## config.mk

```make
export PLATFORM = sky130hd
export DESIGN_NAME = cam_bist_top
export DESIGN_NICKNAME = d
export VERILOG_FILES = /design/src/hdl/cam_bist_pkg.sv /design/src/hdl/cam_bist_top.sv /design/src/hdl/cam_bist_regs.sv /design/src/hdl/cam_bist_outhandler.sv /design/src/hdl/cam_bist_seq.sv /design/src/hdl/bcam_array.sv
export SDC_FILE = /design/constraint.sdc
export NUM_CORES = 1
export LEC_CHECK = 0
export ABC_AREA = 0
export BUFFER_PORTS_ARGS = -buffer_cell sky130_fd_sc_hd__buf_2
export CORE_MARGIN = 2
export CORE_UTILIZATION = 44
export DETAILED_ROUTE_END_ITERATION = 8
export RECOVER_POWER = 50
export SLEW_MARGIN = 15
export SYNTH_ARGS = -nofsm -noshare
export SYNTH_HDL_FRONTEND = slang
export SYNTH_SLANG_ARGS = --single-unit
```

## constraint.sdc

```tcl
create_clock -name bist_clk -period 3.09 [get_ports bist_clk]
set_input_delay 0.4635 -clock bist_clk [delete_from_list [all_inputs] [get_ports bist_clk]]
set_output_delay 0.4635 -clock bist_clk [all_outputs]
set_load 0.05 [all_outputs]
```

## src/hdl/cam_bist_pkg.sv

```systemverilog
// CAM BIST shared definitions
// Array geometry, opcodes, FSM states, register map and bus structs
`default_nettype none

package cam_bist_pkg;

  // ====================
  // Array geometry
  // ====================
  localparam int cam_entries = 16;
  localparam int cam_dwidth  = 8;
  localparam int cam_awidth  = 4;

  // Request opcodes seen by the array
  typedef enum logic [1:0] {
    op_nop,
    op_write,
    op_read,
    op_search
  } cam_op_e;

  // Expected search outcome, same encoding as the match select pins
  typedef enum logic [1:0] {
    sel_all_match       = 2'd0,
    sel_single_match    = 2'd1,
    sel_single_mismatch = 2'd2,
    sel_all_mismatch    = 2'd3
  } match_sel_e;

  // March phases
  typedef enum logic [2:0] {
    st_idle,
    st_fill,
    st_srch_all,
    st_srch_none,
    st_walk,
    st_drain
  } bist_state_e;

  // APB register offsets
  typedef enum logic [7:0] {
    reg_ctrl       = 8'h00,
    reg_pattern    = 8'h04,
    reg_status     = 8'h08,
    reg_fail_addr  = 8'h0C,
    reg_fail_count = 8'h10,
    reg_func_cmd   = 8'h14,
    reg_func_rdata = 8'h18,
    reg_func_match = 8'h1C
  } reg_addr_e;

  // ====================
  // Bus structs
  // ====================
  typedef struct packed {
    cam_op_e                 op;
    logic [cam_awidth-1:0]   addr;
    logic [cam_dwidth-1:0]   data;
  } cam_req_t;

  typedef struct packed {
    logic                    valid;
    logic [cam_entries-1:0]  match;
    logic [cam_dwidth-1:0]   rdata;
  } cam_rsp_t;

  typedef struct packed {
    logic                    start;
    logic                    no_write;
    logic [cam_dwidth-1:0]   pattern;
  } bist_cfg_t;

  typedef struct packed {
    logic                    busy;
    logic                    done;
    logic                    fail;
    logic [cam_awidth-1:0]   fail_addr;
    logic [7:0]              fail_count;
  } bist_status_t;

endpackage

`default_nettype wire
```

## src/hdl/cam_bist_top.sv

```systemverilog
// CAM macro with BIST
// Array, march sequencer, output handler and APB registers
`timescale 1ns/100ps
`default_nettype none

module cam_bist_top (
  input  logic        bist_clk,
  input  logic        rst_n,
  input  logic        psel,
  input  logic        penable,
  input  logic        pwrite,
  input  logic [7:0]  paddr,
  input  logic [31:0] pwdata,
  output logic [31:0] prdata,
  output logic        pready,
  output logic        pslverr
);

  cam_bist_pkg::cam_req_t                 cam_req;
  cam_bist_pkg::cam_req_t                 func_req;
  cam_bist_pkg::cam_rsp_t                 cam_rsp;
  cam_bist_pkg::bist_cfg_t                cfg;
  cam_bist_pkg::bist_status_t             status;
  cam_bist_pkg::match_sel_e               match_sel;
  logic                                   cm_mode;
  logic [cam_bist_pkg::cam_dwidth-1:0]    rd_data_out;

  bcam_array bcam_array_i (
    .bist_clk (bist_clk),
    .rst_n    (rst_n),
    .req      (cam_req),
    .rsp      (cam_rsp)
  );

  // Aligned compare address stays inside for fail logging
  cam_bist_seq cam_bist_seq_i (
    .bist_clk    (bist_clk),
    .rst_n       (rst_n),
    .cfg         (cfg),
    .func_req    (func_req),
    .rd_data_out (rd_data_out),
    .cam_req     (cam_req),
    .cm_mode     (cm_mode),
    .match_sel   (match_sel),
    .cmp_addr    (),
    .status      (status)
  );

  // Fed with the issued address, delayed inside to meet the response
  cam_bist_outhandler #(
    .entries (cam_bist_pkg::cam_entries),
    .dwidth  (cam_bist_pkg::cam_dwidth)
  ) cam_bist_outhandler_i (
    .bist_clk     (bist_clk),
    .cm_mode      (cm_mode),
    .match_sel    (match_sel),
    .addr         (cam_req.addr),
    .match_lines  (cam_rsp.match),
    .rdata        (cam_rsp.rdata),
    .rd_data_out  (rd_data_out),
    .cm_match_ref ()
  );

  cam_bist_regs cam_bist_regs_i (
    .bist_clk    (bist_clk),
    .rst_n       (rst_n),
    .psel        (psel),
    .penable     (penable),
    .pwrite      (pwrite),
    .paddr       (paddr),
    .pwdata      (pwdata),
    .prdata      (prdata),
    .pready      (pready),
    .pslverr     (pslverr),
    .status      (status),
    .rsp         (cam_rsp),
    .rd_data_out (rd_data_out),
    .cfg         (cfg),
    .func_req    (func_req)
  );

endmodule

`default_nettype wire

```

## src/hdl/cam_bist_regs.sv

```systemverilog
// CAM BIST APB register block
// BIST control and status, plus functional array access
`timescale 1ns/100ps
`default_nettype none

module cam_bist_regs (
  input  logic                                  bist_clk,
  input  logic                                  rst_n,
  input  logic                                  psel,
  input  logic                                  penable,
  input  logic                                  pwrite,
  input  logic [7:0]                            paddr,
  input  logic [31:0]                           pwdata,
  output logic [31:0]                           prdata,
  output logic                                  pready,
  output logic                                  pslverr,
  input  cam_bist_pkg::bist_status_t            status,
  input  cam_bist_pkg::cam_rsp_t                rsp,
  input  logic [cam_bist_pkg::cam_dwidth-1:0]   rd_data_out,
  output cam_bist_pkg::bist_cfg_t               cfg,
  output cam_bist_pkg::cam_req_t                func_req
);

  localparam int entries = cam_bist_pkg::cam_entries;
  localparam int dwidth  = cam_bist_pkg::cam_dwidth;
  localparam int awidth  = cam_bist_pkg::cam_awidth;

  logic               access;
  logic               mapped;
  logic               locked;
  logic               wr;
  logic               wr_ctrl;
  logic               wr_cmd;
  logic               no_write_q;
  logic [dwidth-1:0]  pattern_q;
  logic               func_done_q;
  logic [dwidth-1:0]  func_rdata_q;
  logic [entries-1:0] func_match_q;

  // ====================
  // APB decode
  // ====================
  assign access = psel & penable;
  assign pready = 1'b1;

  // Control writes are refused during a run
  assign locked = pwrite & status.busy &
                  ((paddr == cam_bist_pkg::reg_ctrl) || (paddr == cam_bist_pkg::reg_func_cmd));
  assign pslverr = access & (~mapped | locked);

  assign wr = access & pwrite & mapped & ~locked;
  assign wr_ctrl = wr & (paddr == cam_bist_pkg::reg_ctrl);
  assign wr_cmd = wr & (paddr == cam_bist_pkg::reg_func_cmd);

  // Read mux, also flags unmapped offsets
  always_comb begin
    prdata = '0;
    mapped = 1'b1;
    case (paddr)
      cam_bist_pkg::reg_ctrl:       prdata[1] = no_write_q;
      cam_bist_pkg::reg_pattern:    prdata[dwidth-1:0] = pattern_q;
      cam_bist_pkg::reg_status:     prdata[3:0] = {func_done_q, status.fail, status.done,
                                                   status.busy};
      cam_bist_pkg::reg_fail_addr:  prdata[awidth-1:0] = status.fail_addr;
      cam_bist_pkg::reg_fail_count: prdata[7:0] = status.fail_count;
      cam_bist_pkg::reg_func_cmd:   prdata = '0;
      cam_bist_pkg::reg_func_rdata: prdata[dwidth-1:0] = func_rdata_q;
      cam_bist_pkg::reg_func_match: prdata[entries-1:0] = func_match_q;
      default:                      mapped = 1'b0;
    endcase
  end

  // ====================
  // Control outputs
  // ====================
  // Start pulses in the access cycle, no_write seen with it
  assign cfg = {wr_ctrl & pwdata[0], wr_ctrl ? pwdata[1] : no_write_q, pattern_q};

  // Functional request lives for the access cycle only
  always_comb begin
    func_req.op = cam_bist_pkg::op_nop;
    func_req.addr = pwdata[4 +: awidth];
    func_req.data = pwdata[8 +: dwidth];
    if (wr_cmd) begin
      func_req.op = cam_bist_pkg::cam_op_e'(pwdata[1:0]);
    end
  end

  always_ff @(posedge bist_clk) begin
    if (!rst_n) begin
      no_write_q <= 1'b0;
      pattern_q <= '0;
      func_done_q <= 1'b0;
    end else begin
      if (wr_ctrl) begin
        no_write_q <= pwdata[1];
      end
      if (wr && (paddr == cam_bist_pkg::reg_pattern)) begin
        pattern_q <= pwdata[dwidth-1:0];
      end
      // New command clears the previous completion
      if (wr_cmd) begin
        func_done_q <= 1'b0;
      end else if (rsp.valid && !status.busy) begin
        func_done_q <= 1'b1;
      end
    end
  end

  // Functional result capture
  always_ff @(posedge bist_clk) begin
    if (rsp.valid && !status.busy) begin
      func_rdata_q <= rd_data_out;
      func_match_q <= rsp.match;
    end
  end

endmodule

`default_nettype wire

```

## src/hdl/cam_bist_outhandler.sv

```systemverilog
// CAM BIST output handler
// Expected match build, compare, compaction onto the read bus
`timescale 1ns/100ps
`default_nettype none

module cam_bist_outhandler #(
  parameter int entries = 16,
  parameter int dwidth  = 8
) (
  input  logic                         bist_clk,
  input  logic                         cm_mode,
  input  cam_bist_pkg::match_sel_e     match_sel,
  input  logic [$clog2(entries)-1:0]   addr,
  input  logic [entries-1:0]           match_lines,
  input  logic [dwidth-1:0]            rdata,
  output logic [dwidth-1:0]            rd_data_out,
  output logic [entries-1:0]           cm_match_ref
);

  localparam int awidth = $clog2(entries);

  logic [awidth-1:0]  addr_1h;
  logic [awidth-1:0]  addr_2h;
  logic [entries-1:0] one_hot;
  logic [entries-1:0] miscmp;
  logic [dwidth-1:0]  cmp_word;

  // ====================
  // Expected match vector
  // ====================
  // Request address delayed by the array latency
  always_ff @(posedge bist_clk) begin
    addr_1h <= addr;
    addr_2h <= addr_1h;
  end

  assign one_hot = {{(entries-1){1'b0}}, 1'b1} << addr_2h;

  always_comb begin
    unique case (match_sel)
      cam_bist_pkg::sel_all_match:       cm_match_ref = '1;
      cam_bist_pkg::sel_single_match:    cm_match_ref = one_hot;
      cam_bist_pkg::sel_single_mismatch: cm_match_ref = ~one_hot;
      cam_bist_pkg::sel_all_mismatch:    cm_match_ref = '0;
      default:                           cm_match_ref = '0;
    endcase
  end

  // A set bit marks an entry that disagrees with the expectation
  assign miscmp = cm_match_ref ^ match_lines;

  // ====================
  // Compactor
  // ====================
  generate
    if (dwidth < entries) begin : g_compact
      localparam int groups = entries / dwidth;
      localparam int rem = entries % dwidth;
      logic [dwidth-1:0] folded;

      // OR together bits that share index mod dwidth
      always_comb begin
        folded = '0;
        for (int g = 0; g < groups; g++) begin
          folded = folded | miscmp[g*dwidth +: dwidth];
        end
      end

      if (rem != 0) begin : g_rem
        // Leftover top entries land in the upper bits
        assign cmp_word = folded | {miscmp[entries-1 -: rem], {(dwidth-rem){1'b0}}};
      end else begin : g_even
        assign cmp_word = folded;
      end
    end else if (dwidth == entries) begin : g_equal
      assign cmp_word = miscmp;
    end else begin : g_expand
      // Wide bus, result sits in the upper bits
      assign cmp_word = {miscmp, {(dwidth-entries){1'b0}}};
    end
  endgenerate

  // Compare result replaces read data only in compare mode
  assign rd_data_out = cm_mode ? cmp_word : rdata;

endmodule

`default_nettype wire

```

## src/hdl/cam_bist_seq.sv

```systemverilog
// CAM BIST march sequencer
// Arbitrates functional and BIST requests and logs failures
`timescale 1ns/100ps
`default_nettype none

module cam_bist_seq (
  input  logic                                    bist_clk,
  input  logic                                    rst_n,
  input  cam_bist_pkg::bist_cfg_t                 cfg,
  input  cam_bist_pkg::cam_req_t                  func_req,
  input  logic [cam_bist_pkg::cam_dwidth-1:0]     rd_data_out,
  output cam_bist_pkg::cam_req_t                  cam_req,
  output logic                                    cm_mode,
  output cam_bist_pkg::match_sel_e                match_sel,
  output logic [cam_bist_pkg::cam_awidth-1:0]     cmp_addr,
  output cam_bist_pkg::bist_status_t              status
);

  localparam int dwidth = cam_bist_pkg::cam_dwidth;
  localparam int awidth = cam_bist_pkg::cam_awidth;

  cam_bist_pkg::bist_state_e state;
  logic [awidth-1:0]         cnt;
  logic [1:0]                sub;
  logic [dwidth-1:0]         pat;
  logic                      start_ok;

  // Search issued this cycle, with its expected result
  logic                      srch_vld;
  cam_bist_pkg::match_sel_e  srch_sel;

  // First compare stage
  logic                      cv_1h;
  cam_bist_pkg::match_sel_e  sel_1h;
  logic [awidth-1:0]         addr_1h;

  // Result log
  logic                      done_q;
  logic                      fail_q;
  logic [awidth-1:0]         fail_addr_q;
  logic [7:0]                fail_cnt_q;

  assign start_ok = (state == cam_bist_pkg::st_idle) && cfg.start;

  // ====================
  // March FSM
  // ====================
  always_ff @(posedge bist_clk) begin
    if (!rst_n) begin
      state <= cam_bist_pkg::st_idle;
      cnt <= '0;
      sub <= '0;
    end else begin
      case (state)
        cam_bist_pkg::st_idle: begin
          if (cfg.start) begin
            cnt <= '0;
            sub <= '0;
            // Retention mode goes straight to the checks
            state <= cfg.no_write ? cam_bist_pkg::st_srch_all : cam_bist_pkg::st_fill;
          end
        end
        cam_bist_pkg::st_fill: begin
          cnt <= cnt + 1'b1;
          if (cnt == '1) begin
            state <= cam_bist_pkg::st_srch_all;
          end
        end
        cam_bist_pkg::st_srch_all:  state <= cam_bist_pkg::st_srch_none;
        cam_bist_pkg::st_srch_none: state <= cam_bist_pkg::st_walk;
        cam_bist_pkg::st_walk: begin
          // Four sub-steps per address
          sub <= sub + 1'b1;
          if (sub == 2'd3) begin
            cnt <= cnt + 1'b1;
            if (cnt == '1) begin
              state <= cam_bist_pkg::st_drain;
            end
          end
        end
        cam_bist_pkg::st_drain: begin
          // Two cycles to flush the last search
          sub <= sub + 1'b1;
          if (sub == 2'd1) begin
            sub <= '0;
            state <= cam_bist_pkg::st_idle;
          end
        end
        default: state <= cam_bist_pkg::st_idle;
      endcase
    end
  end

  // Pattern held for the whole run
  always_ff @(posedge bist_clk) begin
    if (start_ok) begin
      pat <= cfg.pattern;
    end
  end

  // ====================
  // Request generation
  // ====================
  always_comb begin
    cam_req = func_req;
    srch_vld = 1'b0;
    srch_sel = cam_bist_pkg::sel_all_match;
    // Functional traffic dropped while busy
    if (state != cam_bist_pkg::st_idle) begin
      cam_req.op = cam_bist_pkg::op_nop;
      cam_req.addr = cnt;
      cam_req.data = pat;
    end
    case (state)
      cam_bist_pkg::st_fill: cam_req.op = cam_bist_pkg::op_write;
      cam_bist_pkg::st_srch_all: begin
        cam_req.op = cam_bist_pkg::op_search;
        cam_req.addr = '0;
        srch_vld = 1'b1;
      end
      cam_bist_pkg::st_srch_none: begin
        cam_req.op = cam_bist_pkg::op_search;
        cam_req.addr = '0;
        cam_req.data = ~pat;
        srch_vld = 1'b1;
        srch_sel = cam_bist_pkg::sel_all_mismatch;
      end
      cam_bist_pkg::st_walk: begin
        case (sub)
          // Write inverse, find it alone, find the rest, restore
          2'd0: begin
            cam_req.op = cam_bist_pkg::op_write;
            cam_req.data = ~pat;
          end
          2'd1: begin
            cam_req.op = cam_bist_pkg::op_search;
            cam_req.data = ~pat;
            srch_vld = 1'b1;
            srch_sel = cam_bist_pkg::sel_single_match;
          end
          2'd2: begin
            cam_req.op = cam_bist_pkg::op_search;
            srch_vld = 1'b1;
            srch_sel = cam_bist_pkg::sel_single_mismatch;
          end
          default: cam_req.op = cam_bist_pkg::op_write;
        endcase
      end
      default: ;
    endcase
  end

  // ====================
  // Compare alignment
  // ====================
  // Two stages to meet the array response
  always_ff @(posedge bist_clk) begin
    if (!rst_n) begin
      cv_1h <= 1'b0;
      cm_mode <= 1'b0;
    end else begin
      cv_1h <= srch_vld;
      cm_mode <= cv_1h;
    end
  end

  always_ff @(posedge bist_clk) begin
    sel_1h <= srch_sel;
    addr_1h <= cam_req.addr;
    match_sel <= sel_1h;
    cmp_addr <= addr_1h;
  end

  // ====================
  // Fail logging
  // ====================
  always_ff @(posedge bist_clk) begin
    if (!rst_n) begin
      done_q <= 1'b0;
      fail_q <= 1'b0;
      fail_addr_q <= '0;
      fail_cnt_q <= '0;
    end else if (start_ok) begin
      done_q <= 1'b0;
      fail_q <= 1'b0;
      fail_addr_q <= '0;
      fail_cnt_q <= '0;
    end else begin
      if ((state == cam_bist_pkg::st_drain) && (sub == 2'd1)) begin
        done_q <= 1'b1;
      end
      // Any set bit of the compacted word is a miscompare
      if (cm_mode && (|rd_data_out)) begin
        if (!fail_q) begin
          fail_addr_q <= cmp_addr;
        end
        fail_q <= 1'b1;
        if (fail_cnt_q != 8'hFF) begin
          fail_cnt_q <= fail_cnt_q + 1'b1;
        end
      end
    end
  end

  assign status = {(state != cam_bist_pkg::st_idle), done_q, fail_q, fail_addr_q, fail_cnt_q};

endmodule

`default_nettype wire

```

## src/hdl/bcam_array.sv

```systemverilog
// Behavioral binary CAM, 16 x 8
// One request per cycle, read and search answer two cycles later
`timescale 1ns/100ps
`default_nettype none

module bcam_array (
  input  logic                   bist_clk,
  input  logic                   rst_n,
  input  cam_bist_pkg::cam_req_t req,
  output cam_bist_pkg::cam_rsp_t rsp
);

  localparam int entries = cam_bist_pkg::cam_entries;
  localparam int dwidth  = cam_bist_pkg::cam_dwidth;
  localparam int awidth  = cam_bist_pkg::cam_awidth;

  // Storage
  logic [dwidth-1:0]  mem [entries];

  // Input stage
  logic               s1_vld;
  logic               s1_search;
  logic [awidth-1:0]  s1_addr;
  logic [dwidth-1:0]  s1_key;

  // Compare result against current contents
  logic [entries-1:0] hit;

  // Output stage
  logic               rsp_vld;
  logic [entries-1:0] rsp_match;
  logic [dwidth-1:0]  rsp_rdata;

  // ====================
  // Write port
  // ====================
  // Entry updates on the request edge itself
  always_ff @(posedge bist_clk) begin
    if (req.op == cam_bist_pkg::op_write) begin
      mem[req.addr] <= req.data;
    end
  end

  // ====================
  // Read and search pipe
  // ====================
  // Only read and search produce a response
  always_ff @(posedge bist_clk) begin
    if (!rst_n) begin
      s1_vld <= 1'b0;
      rsp_vld <= 1'b0;
    end else begin
      s1_vld <= (req.op == cam_bist_pkg::op_read) || (req.op == cam_bist_pkg::op_search);
      rsp_vld <= s1_vld;
    end
  end

  always_ff @(posedge bist_clk) begin
    s1_search <= (req.op == cam_bist_pkg::op_search);
    s1_addr <= req.addr;
    s1_key <= req.data;
  end

  // Every entry compared in parallel with the key
  always_comb begin
    for (int i = 0; i < entries; i++) begin
      hit[i] = (mem[i] == s1_key);
    end
  end

  // Match lines stay quiet for a plain read
  always_ff @(posedge bist_clk) begin
    rsp_match <= s1_search ? hit : '0;
    rsp_rdata <= mem[s1_addr];
  end

  assign rsp = {rsp_vld, rsp_match, rsp_rdata};

endmodule

`default_nettype wire

```

==> impl_metrics.env <==
export IMPL_regMostFlops="bcam_array_i.mem"
export IMPL_largest_reg_flops=128
export IMPL_largest_registers="bcam_array_i.mem (128), bcam_array_i.rsp_match (16), cam_bist_regs_i.func_match_q (16)"
export IMPL_fin_area_um2=13100
export IMPL_path_clk_slew_ps=60
export IMPL_antenna_found_initial=0
export IMPL_synth_area_um2=11400
export IMPL_holdWs_ps=192
export IMPL_fillerInstances=2180
export IMPL_worstMarginPinSlew_ps=1340
export IMPL_cts_sinks=242
export IMPL_drc_errors=0
export IMPL_rows=58
export IMPL_drive_gt1_share_pct=20.7
export IMPL_numPortBuffers=45
export IMPL_grt_pass1_wl_um=43900
export IMPL_wl_um=28900
export IMPL_post_cts_buffers=0
export IMPL_clkLatencyLatePin_ps=550
export IMPL_final_core_utilization_pct=51.8
export IMPL_dp_cells=1237
export IMPL_diodes=0
export IMPL_reg2reg_from="cam_bist_seq_i.state[0]$_SDFFE_PN0P_"
export IMPL_grt_pass1_vias=7258
export IMPL_ir_worst_vdd_v=0.000436
export IMPL_tritoncts="built"
export IMPL_cts_root_buf="clkbuf_16"
export IMPL_synth_edf_count=160
export IMPL_die_width_um=165
export IMPL_ys_ff_latch=242
export IMPL_maxSlewHeadroom_pct=10.7
export IMPL_h_tree_depth=1
export IMPL_final_cell_mix="160 x edfxtp_1, 79 x dfxtp_1, 75 x xnor2_1, 75 x xor2_1, 51 x nor2_1"
export IMPL_mostFrequentLayoutCell="edfxtp_1"
export IMPL_vias=7223
export IMPL_drt_iter0_drc=563
export IMPL_synth_cell_types=58
export IMPL_start_util_pct=45.1
export IMPL_slew_viol_final=0
export IMPL_die_area_um2=27300
export IMPL_startpoint="paddr[5]"
export IMPL_max_stage_delay_ps=400
export IMPL_seq_area_frac_synth_pct=56.4
export IMPL_finalSetupTns_ps=0
export IMPL_core_area_um2=25300
export IMPL_skew_ps=23.1
export IMPL_pwr_density_cell_nw_per_um2=569
export IMPL_syn_area_per_cell_um2=13.2
export IMPL_fp_dieH_um=165
export IMPL_cp_start_kind="primary input"
export IMPL_cts_buffers=27
export IMPL_grt_usage_pct=21.9
export IMPL_critical_path_max_fanout=7
export IMPL_firstDrtPassIters=6
export IMPL_synthFlopType="edfxtp_1"
export IMPL_end_kind="output port"
export IMPL_clock_path_buffers=3
export IMPL_post_dp_cell_area_um2=12200
export IMPL_hpwl_um=20300
export IMPL_p_leak_nw=4.77
export IMPL_maxCapViolCount=0
export IMPL_p_total_mw=7.47
export IMPL_fin_cells=1287
export IMPL_grt_max_degree=34
export IMPL_required_ps=2630
export IMPL_status="completed"
export IMPL_critical_path_class="in -> out"
export IMPL_hold_viol_final=0
export IMPL_cp_endpoint="prdata[2]"
export IMPL_r2r_setup_slack_ps=250
export IMPL_setup_viol=0
export IMPL_slowest_stage="or3_1"
export IMPL_rsz0062_at_grt="false"
export IMPL_place_ws_ps=76.1
export IMPL_critical_path_arrival_ps=2440
export IMPL_area_growth_pct=14.9
export IMPL_boundaryPins=79
export IMPL_postSynthCellCount=863
export IMPL_gp_congestion=0.896
export IMPL_setup_slack_ps=186
export IMPL_fin_crit_sh_pct=94.0
export IMPL_fin_crit_ps=2900
export IMPL_r2r_end="bcam_array_i.mem[12][6]$_DFFE_PP_"
export IMPL_fin_nets=987
export IMPL_crit_top_cell="buf_2"
export IMPL_post_drt_wl_per_cell_um=22.5
export IMPL_viasPerCell=5.61
export IMPL_fmax_mhz=344
export IMPL_yosys_warnings=0
export IMPL_ant_nets=0
export IMPL_ff2ff_path_depth=6
export IMPL_holdCritPathClass="in -> reg"
export IMPL_gr_total_overflow=0
export IMPL_ys_async_sr_fraction_pct=0
export IMPL_cp_cell_sequence="buf_2, or3_1, or2_2, nor2_1, nand2_1, nor2_2, a222oi_1, o211ai_1, buf_2"
[final cells by class]
| class | count | area (um2) | share of cell area [%] |
|---|---|---|---|
| Clock buffer | 40 | 858 | 6.54 |
| Inverter | 7 | 26.3 | 0.200 |
| Clock inverter | 10 | 153 | 1.16 |
| Multi-Input combinational cell | 564 | 4650 | 35.5 |
| Sequential cell | 242 | 6450 | 49.1 |
| Tap cell | 330 | 413 | 3.15 |
| Timing Repair Buffer | 94 | 572 | 4.36 |
[worst max-delay path, delay by kind of cell]
family,cells,cell delay (ps)
AO/OA/AOI/OAI,2,250
buffers and inverters,2,380
AND/OR/NAND/NOR,5,1350
[synth_stat cells (13+ instances only)]
cell type	count	share of area [%]
mux4_2	40	7.9
and2_1	19	1.0
dfxtp_1	82	14
xor2_1	75	5.8
nand3_1	17	0.75
nand4_1	16	0.88
nand2_1	47	1.5
o21ai_0	13	0.57
buf_4	19	1.2
clkbuf_1	35	1.2
edfxtp_1	160	42
nor4_1	24	1.3
xnor2_1	75	5.8
nor2_1	51	1.7
mux2i_1	38	3.3
[worst min-delay path by stage]
stage          slack [ps]                                         to  depth (start not counted)                             start
2_1_floorplan         310        cam_bist_seq_i.match_sel[0]$_DFF_P_                          0  cam_bist_seq_i.sel_1h[0]$_DFF_P_
3_3_place_gp          310        cam_bist_seq_i.match_sel[0]$_DFF_P_                          0  cam_bist_seq_i.sel_1h[0]$_DFF_P_
3_5_place_dp          320        cam_bist_seq_i.match_sel[1]$_DFF_P_                          0  cam_bist_seq_i.sel_1h[1]$_DFF_P_
4_1_cts               180  cam_bist_regs_i.pattern_q[2]$_SDFFE_PN0P_                          3                         pwdata[2]
5_1_grt               200  cam_bist_regs_i.pattern_q[2]$_SDFFE_PN0P_                          3                         pwdata[2]
6_report              190  cam_bist_regs_i.pattern_q[2]$_SDFFE_PN0P_                          3                         pwdata[2]
[power by group]
| part | internal [mW] | switching (mW) |
|---|---|---|
| combinational | 0.160 | 0.253 |
| sequential | 3.46 | 0.0474 |
| clock | 2.25 | 1.30 |
| total | 5.87 | 1.60 |
[kinds of logic after synthesis]
group                    Yosys count  synth area share [%]
buffers and inverters             72                  3.14
flip-flops                       242                  56.4
XOR/XNOR                         150                  11.5
adder cells (fa/ha/maj)            6                 0.657
AO/OA/AOI/OAI                     72                  4.65
AND/OR/NAND/NOR                  240                  12.2
other                              2                0.0658
multiplexers                      79                  11.3
[metal layers]
metal | global-route usage, % | share of wire, % | up-vias
met4 | 7.27 | 3.5 | 0
met2 | 35.0 | 46 | 276
met3 | 3.20 | 6.9 | 62
met5 | 0 | 0 | -
met1 | 31.0 | 44 | 3563
li1 | - | - | 3322
[repair_timing]
action	in CTS	in global routing
endpoints found under the setup margin	0	6
gates resized for setup	0	3
hold buffers	0	0
Power figures use the tool's default switching activity.
